$ cat src/verilog/clusterPkg.sv
`default_nettype none

package clusterPkg;

	// Platform sizes
	localparam int numCores = 4;
	localparam int coreIdxWidth = 2;                       // Selects one of numCores
	localparam int r0Width = 16;
	localparam int tmDepth = 16;
	localparam int tmAddrWidth = 4;

	// APB sizes
	localparam int apbAddrWidth = 8;
	localparam int apbDataWidth = 32;

	// Register map, one 32-bit register per address step
	localparam logic [apbAddrWidth-1:0] regCtrl = 8'h00;
	localparam logic [apbAddrWidth-1:0] regResultBase = 8'h10; // One R0 per core
	localparam logic [apbAddrWidth-1:0] regTmBase = 8'h20;     // Low half at even address

	localparam logic [apbAddrWidth-1:0] resultRegCount = 8'(numCores);
	localparam logic [apbAddrWidth-1:0] tmRegCount = 8'(2 * tmDepth);

	// Control and status bits
	localparam int ctrlStartBit = 0;                       // Write side
	localparam int statRunningBit = 0;                     // Read side
	localparam int statDoneBit = 1;

endpackage

`default_nettype wire

$ cat src/verilog/taskPkg.sv
`default_nettype none

package taskPkg;

	localparam int wordWidth = 48;
	localparam int immWidth = 8;
	localparam int delayWidth = 4;
	localparam int initWidth = 8;                          // Initial R0 per core
	localparam int countWidth = 4;                         // Instruction frames per control frame
	localparam int fenceWidth = 2;
	localparam int ctrlPadWidth = wordWidth - countWidth - fenceWidth
		- 2 * clusterPkg::numCores - clusterPkg::numCores * initWidth;

	typedef enum logic [fenceWidth-1:0] {
		fenceNo = 2'd0,
		fenceAcq = 2'd1,                                   // Later frames wait for all cores
		fenceRel = 2'd2                                    // This frame waits for all cores
	} fenceT;

	typedef struct packed {
		logic [immWidth-1:0] imm;
		logic [delayWidth-1:0] delay;                      // Extra busy cycles
	} opT;

	// Frame count sits in the low bits of both frame kinds
	typedef struct packed {
		logic [ctrlPadWidth-1:0] pad;
		logic [clusterPkg::numCores-1:0][initWidth-1:0] initR0;
		logic [clusterPkg::numCores-1:0] r0Vect;
		logic [clusterPkg::numCores-1:0] activeVect;
		fenceT fence;
		logic [countWidth-1:0] frameCount;
	} ctrlFrameT;

	typedef struct packed {
		opT [clusterPkg::numCores-1:0] op;                 // Core 0 in the low bits
	} insnFrameT;

	typedef union packed {
		ctrlFrameT ctrl;
		insnFrameT insn;
	} taskWordT;

endpackage

`default_nettype wire

$ cat src/verilog/taskMemRegs.sv
`timescale 1ns/1ps
`default_nettype none

module taskMemRegs (
	input wire clk,
	input wire reset,
	input wire psel,
	input wire penable,
	input wire pwrite,
	input wire [clusterPkg::apbAddrWidth-1:0] paddr,
	input wire [clusterPkg::apbDataWidth-1:0] pwdata,
	input wire [clusterPkg::tmAddrWidth-1:0] tmIndex,
	input wire running,
	input wire progDone,
	input wire [clusterPkg::numCores*clusterPkg::r0Width-1:0] coreR0,
	output logic [clusterPkg::apbDataWidth-1:0] prdata,
	output logic pready,
	output logic pslverr,
	output taskPkg::taskWordT tmWord,
	output logic runPulse
);
	import clusterPkg::*;
	import taskPkg::*;

	localparam int hiWidth = wordWidth - apbDataWidth;

	logic [apbDataWidth-1:0] tmLo [tmDepth];
	logic [hiWidth-1:0] tmHi [tmDepth];
	logic access;
	logic writeAcc;
	logic [apbAddrWidth-1:0] tmOff;
	logic [apbAddrWidth-1:0] resOff;
	logic isCtrl;
	logic isTm;
	logic isRes;
	logic [tmAddrWidth-1:0] tmSel;
	logic [coreIdxWidth-1:0] resSel;
	logic tmBlocked;

	assign access = psel & penable;
	assign writeAcc = access & pwrite;
	assign tmOff = paddr - regTmBase;                      // Wraps high below the base
	assign resOff = paddr - regResultBase;
	assign isCtrl = (paddr == regCtrl);
	assign isTm = (tmOff < tmRegCount);
	assign isRes = (resOff < resultRegCount);
	assign tmSel = tmOff[tmAddrWidth:1];
	assign resSel = resOff[coreIdxWidth-1:0];
	assign tmBlocked = writeAcc & isTm & running;          // Program is live

	assign pready = 1'b1;
	assign pslverr = access & (~(isCtrl | isTm | isRes) | tmBlocked);

	assign tmWord = {tmHi[tmIndex], tmLo[tmIndex]};

	always_comb begin
		prdata = '0;
		if (isCtrl) begin
			prdata[statRunningBit] = running;
			prdata[statDoneBit] = progDone;
		end else if (isTm) begin
			prdata = tmOff[0] ? apbDataWidth'(tmHi[tmSel]) : tmLo[tmSel];
		end else if (isRes) begin
			prdata = apbDataWidth'(coreR0[resSel*r0Width +: r0Width]);
		end
	end

	always_ff @(posedge clk) begin
		if (writeAcc & isTm & ~running) begin
			if (tmOff[0])
				tmHi[tmSel] <= pwdata[hiWidth-1:0];
			else
				tmLo[tmSel] <= pwdata;
		end
	end

	always_ff @(posedge clk) begin
		if (reset)
			runPulse <= 1'b0;
		else
			runPulse <= writeAcc & isCtrl & pwdata[ctrlStartBit];
	end

endmodule

`default_nettype wire

$ cat src/verilog/taskScheduler.sv
`timescale 1ns/1ps
`default_nettype none

module taskScheduler (
	input wire clk,
	input wire reset,
	input wire runPulse,
	input wire taskPkg::taskWordT tmWord,
	input wire [clusterPkg::numCores-1:0] ready,
	output logic [clusterPkg::tmAddrWidth-1:0] tmIndex,
	output logic running,
	output logic progDone,
	output logic [clusterPkg::numCores-1:0] start,
	output taskPkg::insnFrameT insnWord,
	output logic [clusterPkg::numCores-1:0] initR0Vect,
	output logic [clusterPkg::numCores*taskPkg::initWidth-1:0] initR0
);
	import clusterPkg::*;
	import taskPkg::*;

	ctrlFrameT ctrl;
	logic [countWidth-1:0] frameCnt;                       // Instruction frames left
	fenceT fence;
	logic [numCores-1:0] activeVect;
	logic issued;                                          // Start sent for current frame
	logic allReady;
	logic nextReady;
	logic activeReady;
	logic isEnd;
	logic fenceOk;
	logic accept;
	logic issue;
	logic frameDone;

	assign ctrl = tmWord.ctrl;
	assign allReady = &ready;
	assign nextReady = ((ctrl.activeVect & ~ready) == '0);
	assign activeReady = ((activeVect & ~ready) == '0);
	assign isEnd = (ctrl.activeVect == '0) && (ctrl.frameCount == '0);

	always_comb begin
		if (isEnd)
			fenceOk = allReady;                            // Drain before done
		else if (fence == fenceAcq || ctrl.fence == fenceRel)
			fenceOk = allReady;
		else
			fenceOk = nextReady;                           // Only this frame's cores
	end

	assign accept = running && (frameCnt == '0) && fenceOk;
	assign issue = running && (frameCnt != '0) && !issued;
	// Start already cleared, so ready now reflects the new work
	assign frameDone = running && (frameCnt != '0) && issued && (start == '0)
		&& (activeReady || frameCnt == countWidth'(1));    // Last frame leaves cores busy

	always_ff @(posedge clk) begin
		if (reset) begin
			tmIndex <= '0;
			frameCnt <= '0;
			fence <= fenceNo;
			activeVect <= '0;
			issued <= 1'b0;
			running <= 1'b0;
			progDone <= 1'b0;
			start <= '0;
			initR0Vect <= '0;
		end else if (runPulse) begin
			tmIndex <= '0;
			frameCnt <= '0;
			fence <= fenceNo;
			issued <= 1'b0;
			running <= 1'b1;
			progDone <= 1'b0;
			start <= '0;
			initR0Vect <= '0;
		end else begin
			start <= '0;                                   // Pulses by default
			initR0Vect <= '0;
			if (accept) begin
				if (isEnd) begin
					running <= 1'b0;
					progDone <= 1'b1;
				end else begin
					tmIndex <= tmIndex + 1'b1;
					frameCnt <= ctrl.frameCount;
					fence <= ctrl.fence;
					activeVect <= ctrl.activeVect;
					initR0Vect <= ctrl.r0Vect;
				end
			end else if (issue) begin
				start <= activeVect;
				issued <= 1'b1;
			end else if (frameDone) begin
				tmIndex <= tmIndex + 1'b1;
				frameCnt <= frameCnt - 1'b1;
				issued <= 1'b0;
			end
		end
	end

	always_ff @(posedge clk) begin
		if (accept)
			initR0 <= ctrl.initR0;
		if (issue)
			insnWord <= tmWord.insn;
	end

endmodule

`default_nettype wire

$ cat src/verilog/accumCore.sv
`timescale 1ns/1ps
`default_nettype none

module accumCore (
	input wire clk,
	input wire reset,
	input wire start,
	input wire taskPkg::opT op,
	input wire initR0Load,
	input wire [taskPkg::initWidth-1:0] initR0Val,
	output logic ready,
	output logic [clusterPkg::r0Width-1:0] r0
);
	import clusterPkg::*;
	import taskPkg::*;

	logic [delayWidth-1:0] count;
	logic [immWidth-1:0] imm;
	logic finish;

	assign finish = !ready && (count == '0);               // Last busy cycle

	always_ff @(posedge clk) begin
		if (reset) begin
			ready <= 1'b1;
			count <= '0;
		end else if (start && ready) begin
			ready <= 1'b0;
			count <= op.delay;
		end else if (finish) begin
			ready <= 1'b1;
		end else if (!ready) begin
			count <= count - 1'b1;
		end
	end

	always_ff @(posedge clk) begin
		if (start && ready)
			imm <= op.imm;
	end

	// An init load on the same edge wins over the add
	always_ff @(posedge clk) begin
		if (reset)
			r0 <= '0;
		else if (initR0Load)
			r0 <= r0Width'(initR0Val);
		else if (finish)
			r0 <= r0 + r0Width'(imm);                      // Wraps at 2^16
	end

endmodule

`default_nettype wire

$ cat src/verilog/coreCluster.sv
`timescale 1ns/1ps
`default_nettype none

module coreCluster (
	input wire clk,
	input wire reset,
	input wire psel,
	input wire penable,
	input wire pwrite,
	input wire [clusterPkg::apbAddrWidth-1:0] paddr,
	input wire [clusterPkg::apbDataWidth-1:0] pwdata,
	output wire [clusterPkg::apbDataWidth-1:0] prdata,
	output wire pready,
	output wire pslverr,
	output wire done
);
	import clusterPkg::*;
	import taskPkg::*;

	taskWordT tmWord;
	insnFrameT insnWord;
	logic [tmAddrWidth-1:0] tmIndex;
	logic runPulse;
	logic running;
	logic [numCores-1:0] start;
	logic [numCores-1:0] ready;
	logic [numCores-1:0] initR0Vect;
	logic [numCores*initWidth-1:0] initR0;
	logic [numCores*r0Width-1:0] coreR0;

	taskMemRegs regs (
		.clk(clk), .reset(reset),
		.psel(psel), .penable(penable), .pwrite(pwrite), .paddr(paddr), .pwdata(pwdata),
		.tmIndex(tmIndex), .running(running), .progDone(done), .coreR0(coreR0),
		.prdata(prdata), .pready(pready), .pslverr(pslverr),
		.tmWord(tmWord), .runPulse(runPulse)
	);

	taskScheduler sched (
		.clk(clk), .reset(reset), .runPulse(runPulse), .tmWord(tmWord), .ready(ready),
		.tmIndex(tmIndex), .running(running), .progDone(done),
		.start(start), .insnWord(insnWord), .initR0Vect(initR0Vect), .initR0(initR0)
	);

	for (genvar i = 0; i < numCores; i++) begin : coreGen
		accumCore core (
			.clk(clk),
			.reset(reset),
			.start(start[i]),
			.op(insnWord.op[i]),                           // This core's slot
			.initR0Load(initR0Vect[i]),
			.initR0Val(initR0[i*initWidth +: initWidth]),
			.ready(ready[i]),
			.r0(coreR0[i*r0Width +: r0Width])
		);
	end

endmodule

`default_nettype wire

$ cat config.mk
export PLATFORM = sky130hd
export DESIGN_NAME = coreCluster
export DESIGN_NICKNAME = d
export VERILOG_FILES = /design/src/verilog/clusterPkg.sv /design/src/verilog/taskPkg.sv /design/src/verilog/taskMemRegs.sv /design/src/verilog/taskScheduler.sv /design/src/verilog/accumCore.sv /design/src/verilog/coreCluster.sv
export SDC_FILE = /design/constraint.sdc
export NUM_CORES = 1
export LEC_CHECK = 0
export BUFFER_PORTS_ARGS = -buffer_cell sky130_fd_sc_hd__buf_2
export CAP_MARGIN = 20
export CORE_ASPECT_RATIO = 1.2
export CORE_MARGIN = 3
export CORE_UTILIZATION = 30
export DETAILED_ROUTE_END_ITERATION = 8
export HOLD_SLACK_MARGIN = 0.15
export PLACE_DENSITY_LB_ADDON = 0.2
export REMOVE_ABC_BUFFERS = 1
export SLEW_MARGIN = 20
export SYNTH_ARGS = -nofsm -noshare
export SYNTH_HDL_FRONTEND = slang
export SYNTH_SLANG_ARGS = --single-unit
$ cat constraint.sdc
create_clock -name clk -period 14.15 [get_ports clk]
set_clock_uncertainty 0.1 [all_clocks]
set_input_delay 2.1225 -clock clk [delete_from_list [all_inputs] [get_ports clk]]
set_output_delay 2.1225 -clock clk [all_outputs]
set_load 0.01 [all_outputs]
==> results by group <==
Status
  – Status: finished, final reports clean

Routing
  – Post-route DRC: 0
  – DRT antenna net count: 0
  – DR pass1 iterations: 5
  – WL final: 130 mm
  – Vias per cell: 5.32
  – Initial DRC count: 2277
  – Routed vias: 24.6k
  – DR WL/cell: 28.2 um

Global route
  – Grt met1 use: 20.4%
  – First-pass GRT wire length: 188 mm
  – Global Route Usage Sum: 16.6%
  – Grt ovf: 0
  – Global route hottest layer: met2
  – Grt met3 use: 2.77%
  – M2 GR Usage: 29.6%
  – Initial antenna violation count: 16
  – Largest net degree at the start of global routing: 91
  – Vias in the first global route: 26.3k

Clocking
  – CTS tree: built
  – Clk Latency, worst-skew pair: 0.70 ns
  – CTS H-tree lvls: 3
  – CTS Buffer Depth: 3
  – CTS Buf Count: 101
  – CTS root buf: clkbuf_16
  – CTS Hold Bufs: 0
  – Post CTS Setup Buffer Count: 0
  – Resize count post-CTS: 0
  – CTS Sinks: 994
  – CTS clock-pin slew for the worst setup and hold paths: 0.06 ns

STA
  – Worst Tran Pin Value: 1.14 ns
  – Final hold vios: 0
  – Max Slew Vio Count: 0
  – Setup TNS Final: 0 ns
  – Fin crit share: 56.7%
  – Peak Freq: 125 MHz
  – RSZ-0062 raised after global routing: false
  – Tmin final: 8.02 ns
  – Endpoints failing setup: 0
  – Setup ws final: 6.13 ns
  – Relative slew slack: 24.2%

Die
  – Die height: 432 um
  – Core Area: 150000 sq um
  – Die X: 361 um
  – IO Pins: 80
  – Die area: 156000 sq um
  – Initial Util: 30.4%
  – # rows: 155

Yosys
  – Synth Flop Type: edfxtp_1
  – Synth top area cells: edfxtp_1, mux4_2, dfxtp_1
  – Seq cells post-synth: 994
  – Post-synth cell types: 69
  – Synth Instances: 2496
  – Register area share after synthesis: 63.1%
  – Netlist Area Pre-Place: 45500 sq um
  – Post-synthesis area per instance: 18.2 sq um
  – Yosys warning total: 0
  – Ys async rst share: 0%
  – Post-synth EDFFs: 880
  – Leading area contributor after synthesis: edfxtp_1
  – Synth top area share: 58.1%

Critical path
  – Slowest stage cell, crit path: buf_4
  – CP most frequent cell: mux4_2
  – Worst-path cell chain: clkbuf_8 > buf_4 > mux4_2 > mux4_2 > mux2i_1 > o21ai_0 > buf_2
  – Worst setup SP type: input port
  – CP endpoint kind: output port
  – Reg2Reg Depth: 10
  – Crit path kind: input port to output port
  – Critical Path AT: 5.80 ns
  – Largest stage delay on the critical path: 0.91 ns
  – Worst-path maximum fanout: 67
  – Critical path required time: 11.93 ns

Final layout
  – Area of the multi-input gates: 16100 sq um
  – Design area: 51600 sq um
  – Post-Layout Cell Count: 4622
  – Total area of sequential cells: 28700 sq um
  – Layout net count: 2661
  – Commonest non-fill, non-tap cells in the layout: edfxtp_1, mux4_2, nor2_1
  – Layout cell share with drive strength beyond 1: 30.7%
  – Commonest non-fill, non-tap cell in the layout: edfxtp_1
  – Area Overhead vs Synth: 13.4%
  – Fillers: 14.1k

Min path
  – Min-Delay Path Depth: 0
  – Hold crit path type: register to register

Power
  – PD cells: 117 nW/um^2
  – Peak supply drop: 0.0000796 V
  – Leakage power: 15.8 nW

Placement
  – Place WS: 6.20 ns
  – Port Buffers: 78
  – Placed cell areas: 48300 sq um
  – Placed Cells: 4426
  – Final GP Congestion: 0.821
  – Final HPWL DP: 79.8 mm

Job
  – Max-cap viol count: 0
area by class of cell:
cell class                      instances  area share [%]
Sequential cell                       994            55.7
Multi-Input combinational cell       1274            31.2
Antenna cell                            8          0.0388
Tap cell                             1962            4.76
Clock inverter                         73            1.16
Clock buffer                          115            5.11
Timing Repair Buffer                  127            1.54
Inverter                               69           0.507
metal layers:
layer	share of wire (%)	vias to the layer above	routed length [um]
met5	0.021	-	27
met4	2.8	4	3690
met3	5.9	167	7680
met2	52	700	67800
met1	39	13300	51000
li1	-	10500	-
flip-flops by register name, indices dropped and copies added (netlist names), named ones only:
name	count
coreGen.core.count	16
coreGen.core.imm	32
coreGen.core.r0	64
coreGen.core.ready	4
regs.runPulse	1
regs.tmHi	256
regs.tmLo	512
sched.activeVect	4
sched.fence	2
sched.frameCnt	4
sched.initR0	32
sched.initR0Vect	4
sched.insnWord	48
sched.issued	1
sched.progDone	1
sched.running	1
sched.start	4
sched.tmIndex	4
metrics by stage:
| step | hold slack, ns | total power [mW] | util, % |
|---|---|---|---|
| floorplan | 0.300 | 3.34 | - |
| global placement | 0.301 | 3.47 | 32.3 |
| detailed placement | 0.307 | 3.47 | 32.3 |
| CTS | 0.308 | 6.11 | 34.4 |
| global route | 0.318 | 6.24 | 34.4 |
| finish | 0.304 | 6.04 | 34.4 |
power breakdown:
part / internal, mW / switching, mW
Combinational: 0.0881 / 0.136
Clock: 1.48 / 1.15
Sequential: 3.18 / 0.000396
final timing paths:
kind	slack [ns]	endpoint	start
setup / recovery	6.13	prdata[14]	paddr[2]
hold / removal	0.30	coreGen[3].core.imm[3]	sched.insnWord[43]
setup reg to reg	8.58	sched.initR0[23]	register
hold reg to reg	0.30	coreGen[3].core.imm[3]	sched.insnWord[43]
cells in the mapped netlist (6+ instances only):
| library cell | instances |
|---|---|
| nand2_1 | 71 |
| a2111oi_0 | 6 |
| buf_1 | 36 |
| nor3_1 | 16 |
| nand3_1 | 35 |
| inv_1 | 67 |
| a21oi_1 | 74 |
| clkbuf_1 | 108 |
| a22oi_1 | 8 |
| nand4_1 | 9 |
| edfxtp_1 | 880 |
| dfxtp_1 | 114 |
| or2_2 | 8 |
| and3_1 | 20 |
| xor2_1 | 22 |
| mux2i_1 | 65 |
| ha_1 | 45 |
| buf_6 | 6 |
| xnor2_1 | 32 |
| a211oi_1 | 23 |
| o211ai_1 | 7 |
| nor2b_1 | 30 |
| nor4_1 | 8 |
| a221oi_1 | 16 |
| buf_2 | 6 |
| a21o_1 | 6 |
| nor2_1 | 161 |
| and2_1 | 10 |
| o21bai_1 | 6 |
| mux2_2 | 9 |
| o21ai_0 | 49 |
| mux4_2 | 469 |
logic make-up after synthesis:
kind of cell             Yosys count  share of synthesized area, %
buffers and inverters            228                          2.07
multiplexers                     544                          24.9
flip-flops                       994                          63.1
XOR/XNOR                          54                          1.04
adder cells (fa/ha/maj)           49                          1.41
AO/OA/AOI/OAI                    239                          3.43
other                              1                       0.00825
AND/OR/NAND/NOR                  387                          3.95
worst max-delay path: cells and delay by family:
| family | cells | cell delay (ns) |
|---|---|---|
| multiplexers | 3 | 1.72 |
| AO/OA/AOI/OAI | 1 | 0.20 |
| buffers and inverters | 3 | 1.55 |
(Power assumes the default switching activity.)
